File: config.mk
export PLATFORM = sky130hd
export DESIGN_NAME = agc_bank_core
export DESIGN_NICKNAME = d
export VERILOG_FILES = /design/src/agc_pkg.sv /design/src/agc_reg_file.sv /design/src/agc_rom_xlate.sv /design/src/agc_ram_xlate.sv /design/src/agc_cmd_ctrl.sv /design/src/agc_bank_core.sv
export SDC_FILE = /design/constraint.sdc
export NUM_CORES = 1
export LEC_CHECK = 0
export BUFFER_PORTS_ARGS = -buffer_cell sky130_fd_sc_hd__buf_2
export CELL_PAD_IN_SITES_DETAIL_PLACEMENT = 1
export CELL_PAD_IN_SITES_GLOBAL_PLACEMENT = 1
export CORE_AREA = 8 8 147 149
export CTS_CLUSTER_DIAMETER = 60
export CTS_CLUSTER_SIZE = 8
export DETAILED_ROUTE_END_ITERATION = 8
export DIE_AREA = 0 0 155 157
export PLACE_DENSITY = 0.66
export SETUP_SLACK_MARGIN = 0.5
export SYNTH_ARGS = -nofsm -noshare
export SYNTH_HDL_FRONTEND = slang
export SYNTH_SLANG_ARGS = --single-unit
export TNS_END_PERCENT = 1
File: constraint.sdc
create_clock -name clk -period 2.5 [get_ports clk]
set_input_delay 0.125 -clock clk [delete_from_list [all_inputs] [get_ports clk]]
set_output_delay 0.125 -clock clk [all_outputs]
set_load 0.005 [all_outputs]
File: src/agc_pkg.sv
package agc_pkg;

  // Machine word and address widths
  typedef logic [14:0] word_t;
  typedef logic [11:0] soft_addr_t;
  typedef logic [13:0] rom_addr_t;
  typedef logic [10:0] ram_addr_t;
  typedef logic [2:0]  bank_bits_t;

  // Central register select, codes 11 to 15 unused
  typedef enum logic [3:0] {
    REG_A    = 4'd0,
    REG_L    = 4'd1,
    REG_Q    = 4'd2,
    REG_EB   = 4'd3,
    REG_FB   = 4'd4,
    REG_BB   = 4'd5,
    REG_ZERO = 4'd6,
    REG_CYR  = 4'd7,
    REG_SR   = 4'd8,
    REG_CYL  = 4'd9,
    REG_SL   = 4'd10
  } reg_sel_t;

  typedef enum logic [1:0] {
    CMD_WRITE = 2'd0,
    CMD_READ  = 2'd1,
    CMD_XLATE = 2'd2
  } cmd_op_t;

  // Register access view of the payload
  typedef struct packed {
    reg_sel_t sel;
    word_t    data;
  } reg_access_t;

  // Address translation view of the payload
  typedef struct packed {
    logic       wr;
    soft_addr_t addr;
    logic [5:0] pad;
  } xlate_req_t;

  typedef union packed {
    reg_access_t reg_acc;
    xlate_req_t  xlate;
  } cmd_payload_u;

  typedef struct packed {
    cmd_op_t      op;
    cmd_payload_u payload;
  } cmd_t;

  typedef struct packed {
    word_t     data;
    rom_addr_t rom_addr;
    ram_addr_t ram_addr;
    logic      rom_hit;
    logic      write_ok;
  } rsp_t;

  // Software address map and bank geometry
  localparam soft_addr_t ROM_REGION_BASE    = 12'o2000;
  localparam soft_addr_t ROM_FIXED_BASE     = 12'o4000;
  localparam rom_addr_t  ROM_BANK_SIZE      = 14'o2000;
  localparam soft_addr_t RAM_BANKED_BASE    = 12'o1400;
  localparam ram_addr_t  RAM_BANK_SIZE      = 11'o0400;
  localparam ram_addr_t  RAM_EB_HIGH_OFFSET = 11'o2000;
  localparam rom_addr_t  ROM_IDLE_ADDR      = 14'o2000;

endpackage

File: src/agc_reg_file.sv
`timescale 1ns/100ps

module agc_reg_file (
  input  logic                clk,
  input  logic                rst_l,
  input  logic                wr_en,
  input  agc_pkg::reg_sel_t   wr_sel,
  input  agc_pkg::word_t      wr_data,
  input  agc_pkg::reg_sel_t   rd_sel,
  output agc_pkg::word_t      rd_data,
  output agc_pkg::bank_bits_t eb_bits,
  output agc_pkg::bank_bits_t fb_bits
);

  import agc_pkg::*;

  word_t reg_a;
  word_t reg_l;
  word_t reg_q;
  word_t reg_cyr;
  word_t reg_sr;
  word_t reg_cyl;
  word_t reg_sl;

  // Word bits 14:12 are FB, bits 11:9 are EB
  logic [14:9] bank_q;

  always_ff @(posedge clk or negedge rst_l) begin
    if (!rst_l) begin
      reg_a   <= '0;
      reg_l   <= '0;
      reg_q   <= '0;
      reg_cyr <= '0;
      reg_sr  <= '0;
      reg_cyl <= '0;
      reg_sl  <= '0;
      bank_q  <= '0;
    end else if (wr_en) begin
      case (wr_sel)
        REG_A: reg_a <= wr_data;
        REG_L: reg_l <= wr_data;
        REG_Q: reg_q <= wr_data;
        // Bank registers only keep the bits they own
        REG_EB: bank_q[11:9]  <= wr_data[11:9];
        REG_FB: bank_q[14:12] <= wr_data[14:12];
        REG_BB: bank_q        <= wr_data[14:9];
        // Editing registers hold the shifted word
        REG_CYR: reg_cyr <= {wr_data[0], wr_data[14:1]};
        REG_SR:  reg_sr  <= {wr_data[14], wr_data[14:1]};
        REG_CYL: reg_cyl <= {wr_data[13:0], wr_data[14]};
        REG_SL:  reg_sl  <= {wr_data[13:0], 1'b0};
        // ZERO and unused codes drop the write
        default: begin
        end
      endcase
    end
  end

  always_comb begin
    case (rd_sel)
      REG_A:   rd_data = reg_a;
      REG_L:   rd_data = reg_l;
      REG_Q:   rd_data = reg_q;
      // Positional views of the shared bank store
      REG_EB:  rd_data = {3'd0, bank_q[11:9], 9'd0};
      REG_FB:  rd_data = {bank_q[14:12], 12'd0};
      REG_BB:  rd_data = {bank_q, 9'd0};
      REG_CYR: rd_data = reg_cyr;
      REG_SR:  rd_data = reg_sr;
      REG_CYL: rd_data = reg_cyl;
      REG_SL:  rd_data = reg_sl;
      REG_ZERO: rd_data = '0;
      default: rd_data = '0;
    endcase
  end

  // Bank taps for the address translators
  assign eb_bits = bank_q[11:9];
  assign fb_bits = bank_q[14:12];

endmodule

File: src/agc_rom_xlate.sv
`timescale 1ns/100ps

module agc_rom_xlate (
  input  agc_pkg::soft_addr_t soft_addr,
  input  agc_pkg::bank_bits_t fb_bits,
  output agc_pkg::rom_addr_t  rom_addr
);

  import agc_pkg::*;

  rom_addr_t bank_off;
  rom_addr_t fixed_addr;
  rom_addr_t banked_addr;

  // Bank offset by table, FB times bank size
  always_comb begin
    unique case (fb_bits)
      3'd0: bank_off = '0;
      3'd1: bank_off = ROM_BANK_SIZE;
      3'd2: bank_off = rom_addr_t'(2 * ROM_BANK_SIZE);
      3'd3: bank_off = rom_addr_t'(3 * ROM_BANK_SIZE);
      3'd4: bank_off = rom_addr_t'(4 * ROM_BANK_SIZE);
      3'd5: bank_off = rom_addr_t'(5 * ROM_BANK_SIZE);
      3'd6: bank_off = rom_addr_t'(6 * ROM_BANK_SIZE);
      3'd7: bank_off = rom_addr_t'(7 * ROM_BANK_SIZE);
    endcase
  end

  // Fixed ROM sits at the bottom of physical ROM
  assign fixed_addr = rom_addr_t'(soft_addr - ROM_FIXED_BASE);

  // Banked window, skipping the fixed banks below it
  assign banked_addr = rom_addr_t'(soft_addr) + ROM_BANK_SIZE + bank_off;

  assign rom_addr = (soft_addr >= ROM_FIXED_BASE) ? fixed_addr : banked_addr;

endmodule

File: src/agc_ram_xlate.sv
`timescale 1ns/100ps

module agc_ram_xlate (
  input  agc_pkg::soft_addr_t soft_addr,
  input  agc_pkg::bank_bits_t eb_bits,
  output agc_pkg::ram_addr_t  ram_addr
);

  import agc_pkg::*;

  ram_addr_t low_addr;
  ram_addr_t bank_pre;
  ram_addr_t bank_off;
  ram_addr_t banked_addr;

  assign low_addr = soft_addr[10:0];

  // Low banks from EB bits 1:0
  always_comb begin
    unique case (eb_bits[1:0])
      2'd0: bank_pre = '0;
      2'd1: bank_pre = RAM_BANK_SIZE;
      2'd2: bank_pre = ram_addr_t'(2 * RAM_BANK_SIZE);
      2'd3: bank_pre = ram_addr_t'(3 * RAM_BANK_SIZE);
    endcase
  end

  // EB bit 2 overrides the low bank select
  assign bank_off = eb_bits[2] ? RAM_EB_HIGH_OFFSET : bank_pre;

  // Wraps within 11 bits
  assign banked_addr = low_addr + bank_off;

  // Fixed erasable maps straight through
  assign ram_addr = (soft_addr < RAM_BANKED_BASE) ? low_addr : banked_addr;

endmodule

File: src/agc_cmd_ctrl.sv
`timescale 1ns/100ps

module agc_cmd_ctrl (
  input  logic                clk,
  input  logic                rst_l,
  input  logic                cmd_valid,
  output logic                cmd_ready,
  input  agc_pkg::cmd_t       cmd,
  output logic                rsp_valid,
  input  logic                rsp_ready,
  output agc_pkg::rsp_t       rsp,
  output logic                wr_en,
  output agc_pkg::reg_sel_t   wr_sel,
  output agc_pkg::word_t      wr_data,
  output agc_pkg::reg_sel_t   rd_sel,
  input  agc_pkg::word_t      rd_data,
  output agc_pkg::soft_addr_t xlate_addr,
  input  agc_pkg::rom_addr_t  rom_addr,
  input  agc_pkg::ram_addr_t  ram_addr
);

  import agc_pkg::*;

  logic accept;
  logic rom_hit;
  rsp_t rsp_next;

  // Take a new command when the response slot is empty or draining
  assign cmd_ready = !rsp_valid || rsp_ready;
  assign accept    = cmd_valid && cmd_ready;

  // Register access view of the payload
  assign wr_en   = accept && (cmd.op == CMD_WRITE);
  assign wr_sel  = cmd.payload.reg_acc.sel;
  assign wr_data = cmd.payload.reg_acc.data;
  assign rd_sel  = cmd.payload.reg_acc.sel;

  // Translation view of the payload
  assign xlate_addr = cmd.payload.xlate.addr;
  assign rom_hit    = xlate_addr >= ROM_REGION_BASE;

  always_comb begin
    rsp_next = '0;
    case (cmd.op)
      CMD_READ: begin
        rsp_next.data = rd_data;
      end
      CMD_XLATE: begin
        rsp_next.rom_hit = rom_hit;
        // Idle ROM address when the access lands in erasable
        rsp_next.rom_addr = rom_hit ? rom_addr : ROM_IDLE_ADDR;
        rsp_next.ram_addr = rom_hit ? '0 : ram_addr;
        // Only erasable can be written
        rsp_next.write_ok = cmd.payload.xlate.wr && !rom_hit;
      end
      // Writes and the unused opcode answer with all zeros
      default: begin
        rsp_next = '0;
      end
    endcase
  end

  always_ff @(posedge clk or negedge rst_l) begin
    if (!rst_l) begin
      rsp_valid <= 1'b0;
    end else if (cmd_ready) begin
      rsp_valid <= cmd_valid;
    end
  end

  // Held while back-pressured since accept needs cmd_ready
  always_ff @(posedge clk) begin
    if (accept) begin
      rsp <= rsp_next;
    end
  end

endmodule

File: src/agc_bank_core.sv
`timescale 1ns/100ps

module agc_bank_core (
  input  logic          clk,
  input  logic          rst_l,
  input  logic          cmd_valid,
  output logic          cmd_ready,
  input  agc_pkg::cmd_t cmd,
  output logic          rsp_valid,
  input  logic          rsp_ready,
  output agc_pkg::rsp_t rsp
);

  import agc_pkg::*;

  logic       wr_en;
  reg_sel_t   wr_sel;
  word_t      wr_data;
  reg_sel_t   rd_sel;
  word_t      rd_data;
  bank_bits_t eb_bits;
  bank_bits_t fb_bits;
  soft_addr_t xlate_addr;
  rom_addr_t  rom_addr;
  ram_addr_t  ram_addr;

  agc_cmd_ctrl u_ctrl (
    .clk        (clk),
    .rst_l      (rst_l),
    .cmd_valid  (cmd_valid),
    .cmd_ready  (cmd_ready),
    .cmd        (cmd),
    .rsp_valid  (rsp_valid),
    .rsp_ready  (rsp_ready),
    .rsp        (rsp),
    .wr_en      (wr_en),
    .wr_sel     (wr_sel),
    .wr_data    (wr_data),
    .rd_sel     (rd_sel),
    .rd_data    (rd_data),
    .xlate_addr (xlate_addr),
    .rom_addr   (rom_addr),
    .ram_addr   (ram_addr)
  );

  agc_reg_file u_regs (
    .clk     (clk),
    .rst_l   (rst_l),
    .wr_en   (wr_en),
    .wr_sel  (wr_sel),
    .wr_data (wr_data),
    .rd_sel  (rd_sel),
    .rd_data (rd_data),
    .eb_bits (eb_bits),
    .fb_bits (fb_bits)
  );

  // Both translators see the same software address
  agc_rom_xlate u_rom_xlate (
    .soft_addr (xlate_addr),
    .fb_bits   (fb_bits),
    .rom_addr  (rom_addr)
  );

  agc_ram_xlate u_ram_xlate (
    .soft_addr (xlate_addr),
    .eb_bits   (eb_bits),
    .ram_addr  (ram_addr)
  );

endmodule

Word-level counts from Yosys, hierarchy flattened
Memory sizes are Yosys's and may differ from the RTL's.
Cells that the tools add are included.
{"block": "word_totals", "romBits": 24, "ff_bits": 152, "mem_count": 1}
{"block": "op_classes", "bitwise": 1, "add_sub_neg": 4, "eq_ne": 14, "mux": 6, "magnitude_cmp": 3, "reduce_logical": 22}
{"memory": "(no name shown)", "words": 8, "word_bits": 3, "rd": 1, "rd_ports_with_merged_regs": 0, "wr": 0, "line": "agc_rom_xlate.sv:17", "source": "unique case (fb_bits)"}
{"cell": "$pmux W15 S10", "n": 1}
{"cell": "$pmux W11 S4", "n": 1}
{"cell": "$mux W11", "n": 3}
{"cell": "$reduce_and A2 Y1", "n": 10}
{"cell": "$add A14 B14 Y14", "n": 1}
{"cell": "$mux W14", "n": 1}
{"cell": "$add A12 B11 Y13 const B", "n": 1}
{"cell": "$sub A12 B12 Y13 const B", "n": 1}
{"cell": "$eq A4 B3 Y1 const B", "n": 3}
{"cell": "$eq A4 B4 Y1 const B", "n": 3}
{"cell": "$ge A12 B11 Y1 const B", "n": 1}
{"cell": "$ge A12 B12 Y1 const B", "n": 1}
{"cell": "$lt A12 B10 Y1 const B", "n": 1}
{"cell": "$add A11 B11 Y11", "n": 1}
{"cell": "$eq A4 B2 Y1 const B", "n": 2}
{"cell": "$eq A2 B2 Y1 const B", "n": 3}
{"cell": "$reduce_or A2 Y1", "n": 3}
{"cell": "$eq A2 B1 Y1 const B", "n": 2}
{"cell": "$eq A4 B1 Y1 const B", "n": 1}
{"cell": "$logic_not A2 Y1", "n": 2}
{"cell": "$logic_not A4 Y1", "n": 1}
{"cell": "$logic_and A1 B1 Y1", "n": 3}
{"cell": "$logic_not A1 Y1", "n": 2}
{"cell": "$logic_or A1 B1 Y1", "n": 1}
{"cell": "$not A1 Y1", "n": 1}

Longest topological paths before layout
{"block": "depth", "depth_word": 5, "depth_mapped": 8}

Cells and area by module
A second synthesis with hierarchy kept.
{"block": "hier_totals", "cells_unflattened": 575, "hier_area_um2": 7598.5}
{"module": "agc_reg_file", "cells_per_inst": 399, "n_inst": 1, "seq_area_each_um2": 2727.6, "area_each_um2": 5353.9}
{"module": "agc_cmd_ctrl", "cells_per_inst": 133, "n_inst": 1, "seq_area_each_um2": 1286.2, "area_each_um2": 1909.3}
{"module": "agc_rom_xlate", "cells_per_inst": 21, "n_inst": 1, "seq_area_each_um2": 0.0, "area_each_um2": 172.7}
{"module": "agc_ram_xlate", "cells_per_inst": 22, "n_inst": 1, "seq_area_each_um2": 0.0, "area_each_um2": 162.7}

Worst setup path before layout
OpenSTA, ideal clock, no wires.
{"block": "synth_timing", "kind": "input-to-reg", "from": "input port cmd[17] (netlist name)", "to": "register, netlist name u_ctrl.rsp[25]", "stages": 7, "t_required_ns": 2.241, "slack_ns": 0.519, "setup_time_ns": 0.259, "path_buffers": 2, "arrival_time_ns": 1.722, "path_cell_list": "buf_2 clkbuf_1 inv_1 ha_1 fa_1 xnor2_1 a21oi_1"}
{"block": "synth_between", "elab_chain_cells": 3, "word_cells_on_any_way": 7, "cone_classes": "add/sub (3); order compare (2); mux (1); reduce/logical (1)"}
{"element": "from (decl)", "line": "agc_bank_core.sv:8", "source": "input agc_pkg::cmd_t cmd,"}
{"element": "$add A12 B11 Y13", "line": "agc_rom_xlate.sv:33", "source": "assign banked_addr = rom_addr_t'(soft_addr) + ROM_BANK_SIZE + bank_off;"}
{"element": "$add A14 B14 Y14", "line": "agc_rom_xlate.sv:33"}
{"element": "$mux W14", "line": "agc_rom_xlate.sv:35", "source": "assign rom_addr = (soft_addr >= ROM_FIXED_BASE) ? fixed_addr : banked_addr;"}
Parallel ways exist; a longest one is shown, timed or not.
A chain may end at the register's enable or synchronous reset.

Worst setup path in the final report
{"block": "layout_timing", "from": "register u_ctrl.rsp_valid", "to": "register u_regs.reg_a[9]"}
{"block": "layout_between", "elab_chain_cells": 5}
{"element": "from (decl)", "line": "agc_cmd_ctrl.sv:9", "source": "output logic rsp_valid,"}
{"element": "from (signal assigned)", "line": "agc_cmd_ctrl.sv:67", "source": "rsp_valid <= cmd_valid;"}
{"element": "$logic_not A1 Y1", "line": "agc_cmd_ctrl.sv:29", "source": "assign cmd_ready = !rsp_valid || rsp_ready;"}
{"element": "$logic_or A1 B1 Y1", "line": "agc_cmd_ctrl.sv:29"}
{"element": "$logic_and A1 B1 Y1", "line": "agc_cmd_ctrl.sv:30", "source": "assign accept = cmd_valid && cmd_ready;"}
{"element": "$logic_and A1 B1 Y1", "line": "agc_cmd_ctrl.sv:33", "source": "assign wr_en = accept && (cmd.op == CMD_WRITE);"}
{"element": "$reduce_and A2 Y1 (no line)"}
{"element": "to (signal assigned)", "line": "agc_reg_file.sv:40", "source": "REG_A: reg_a <= wr_data;"}
{"element": "to (decl)", "line": "agc_reg_file.sv:17", "source": "word_t reg_a;"}
Every way passes these cells.

==> metrics.txt <==
die height=about 160 um; share of layout cells above drive strength 1=0.407; Seq cells post-synth=about 150; most frequent cells in the layout=dfrtp_1 (110), mux2_2 (96), buf_2 (67); final hold violations=0; footprint of the multi-input gates=approximately 2400 um2; antenna cells=0; Reg area=approximately 4000 um2; switching power total=about 1.4 mW; overall routing resource usage=0.155; Seq/Total Area, Yosys=0.605; Pre-Repair DR Iteration Count=6; R2R setup slack=480 ps; Critical-path top delay cell=and3_1; final setup vio count=0; Syn Nets=about 500; pwr dens=739 nW/um2; antenna viol nets, final=0; Worst setup EP type=register; switching share of power=0.242; chip width=155 um; most common cell after layout, fill and taps aside=dfrtp_1; maximum fanout along the worst path=15; Slew headroom=0.424; Slew @ Worst Pin=between 800 and 900 ps; DRC errors left=0; Pleak=3.58 nW; post-synth cell types=45; CP Class=register to register; area grow syn2layout=19.2%; PortBufs=a little under 70; Int Power=about 4.4 mW; maximum root-to-sink buffer count=2; synth warn=0; num ports=slightly below 70; clock-pin slew on the worst setup and hold paths=60 ps; H-tree levels=4; RSZ-0062 raised after global routing=true; CP Launch Type=register; total CTS buffers=17; Synth Cell Area=around 6600 um2; Worst EP arrival=about 2300 ps; dpl hpwl=between 10,000 and 15,000 um; Clk pwr share=0.405; ys flop type=dfrtp_1; first-pass GRT wire length=~29,000 um; ordered list of cells on the worst path=nand2b_1 -> and3_1 -> nand2_2 -> mux2_2; Hold Path Class=input port to register; Mapped Cells=between 400 and 500; clock root buffer=clkbuf_16; Layout Utilization=0.412; overall power=5.85 mW; layout net count=between 500 and 600; initial antenna violation count=0; vias in the first global route=slightly below 5,000; wirelength, routed=18,000 um; fill count=1,993; largest net degree at the start of global routing=58; total gr overflow=0; clock sinks=about 150; worst path required time=2800 ps; clock skew=~13 ps; initial cell density of the core=0.346; Total Negative Setup Slacks=0 ps; average size of a mapped cell=approximately 14 um2; clk_lat worst skew=about 420 ps; Post-synth ARST share=0.724; EDFF count, synth=42; Logic pwr share=0.096; CTS resizes=0; vias per inst=5.27; drt first-iter violations=roughly 270; sequential power share=0.499; # rows=a little over 50; status=finished, final reports clean; Core Area=between 15,000 and 20,000 um2; maximum single-stage delay on the critical path=roughly 500 ps; max_cap viols=0; via count=about 4,300; fmax=approximately 0.5 GHz; RD Place Congestion=0.746; Slew Limit Fails=0; Period minus WS final=between 2000 and 2500 ps; die area=approximately 24,000 um2; DR WL/cell=22.0 um; Peak VDD IR=0.482 mV; Tcrit/Tclk final=0.807; CTS tree=done
worst paths after layout:
check | from | endpoint | depth (start not counted)
setup / recovery | u_ctrl.rsp_valid$_DFFE_PN0N_ | u_regs.reg_a[9]$_DFFE_PN0P_ | 4
hold / removal | rsp_ready | u_ctrl.rsp_valid$_DFFE_PN0N_ | 3
setup reg to reg | u_ctrl.rsp_valid$_DFFE_PN0N_ | u_regs.reg_a[9]$_DFFE_PN0P_ | 4
hold reg to reg | u_regs.reg_cyl[9]$_DFFE_PN0P_ | u_regs.reg_cyl[9]$_DFFE_PN0P_ | 1
max in group asynchronous | rst_l | u_regs.reg_sl[12]$_DFFE_PN0P_ | 3
min in group asynchronous | rst_l | u_regs.reg_cyr[4]$_DFFE_PN0P_ | 2
cell usage after synthesis (2+ instances only):
cell | count | area [um2]
edfxtp_1 | 42 | 1260
mux2_1 | 13 | 146
a31oi_1 | 15 | 93.8
a221oi_1 | 4 | 35.0
and2_1 | 2 | 12.5
o21ai_0 | 3 | 15.0
nand2_1 | 14 | 52.6
nor2_1 | 7 | 26.3
clkbuf_1 | 13 | 48.8
nor2b_1 | 4 | 25.0
xnor2_1 | 3 | 26.3
a22o_1 | 3 | 26.3
nand3b_1 | 3 | 22.5
nor4_4 | 2 | 42.5
fa_1 | 2 | 40.0
a21oi_1 | 8 | 40.0
and3_1 | 17 | 106
buf_1 | 3 | 11.3
buf_2 | 16 | 80.1
ha_1 | 8 | 100
nor4b_2 | 2 | 30.0
nor3_1 | 4 | 20.0
dfrtp_1 | 110 | 2750
inv_1 | 7 | 26.3
mux2_2 | 96 | 1080
nand2b_1 | 4 | 25.0
mux2i_1 | 2 | 20.0
nand2_2 | 4 | 25.0
a22oi_1 | 23 | 173
a222oi_1 | 14 | 140
power groups by stage:
stage	clock network, mW	registers [mW]	logic (mW)
global route	2.51	2.94	0.623
detailed placement	0	2.96	0.563
finish	2.37	2.92	0.560
global placement	0	2.94	0.534
floorplan	0	2.92	0.341
CTS	2.42	2.91	0.572
logic make-up after synthesis:
| kind of cell | after synthesis | synth area share |
|---|---|---|
| flip-flops | 152 | 0.605 |
| multiplexers | 111 | 0.188 |
| AO/OA/AOI/OAI | 74 | 0.0833 |
| AND/OR/NAND/NOR | 71 | 0.0707 |
| buffers and inverters | 41 | 0.0268 |
| adder cells (fa/ha/maj) | 10 | 0.0211 |
| XOR/XNOR | 4 | 0.00528 |
layer usage:
layer	track usage	up-vias	wire length, um
li1	-	1923	-
met1	0.193	2277	7920
met2	0.258	105	8970
met3	0.0411	19	909
met4	0.0523	0	236
met5	0	-	0
area by class of cell:
cell class              instances  area share
repair buffers                 93      0.0693
flip-flops and latches        152       0.508
clock inverters                 7     0.00538
inverters                       8     0.00380
clock buffers                  25      0.0628
multi-input cells             270       0.309
well taps                     265      0.0419
sequential cells by signal (all words and copies together) (netlist names):
| signal | cells |
|---|---|
| u_regs.reg_cyr | 15 |
| u_ctrl.rsp_valid | 1 |
| u_regs.reg_l | 15 |
| u_regs.reg_q | 15 |
| u_regs.reg_sr | 14 |
| u_regs.bank_q | 6 |
| u_regs.reg_sl | 14 |
| u_regs.reg_cyl | 15 |
| u_regs.reg_a | 15 |
| u_ctrl.rsp | 42 |
critical path, delay by kind of cell, from the launching register on:
family,cells,cell delay (ps)
multiplexers,1,410
flip-flops,1,370
AND/OR/NAND/NOR,3,1100
through the flow:
stage	cell area, um2	instances	hold WS [ps]	worst slack, ps
after detailed placement	7350	786	67.1	430
after floorplan	6640	463	-171	519
after CTS	7910	820	12.7	466
after global routing	7910	820	37.0	371
final	7910	820	31.4	482
after global placement	7350	786	62.8	473
what timing repair did:
item	4_1_cts	5_1_grt
gates cloned	0	0
buffers inserted	0	0
endpoints found under the hold margin	26	0
hold buffers	2	0
pin swaps	0	0
endpoints found under the setup margin	30	45
Power figures use the tool's default switching activity.
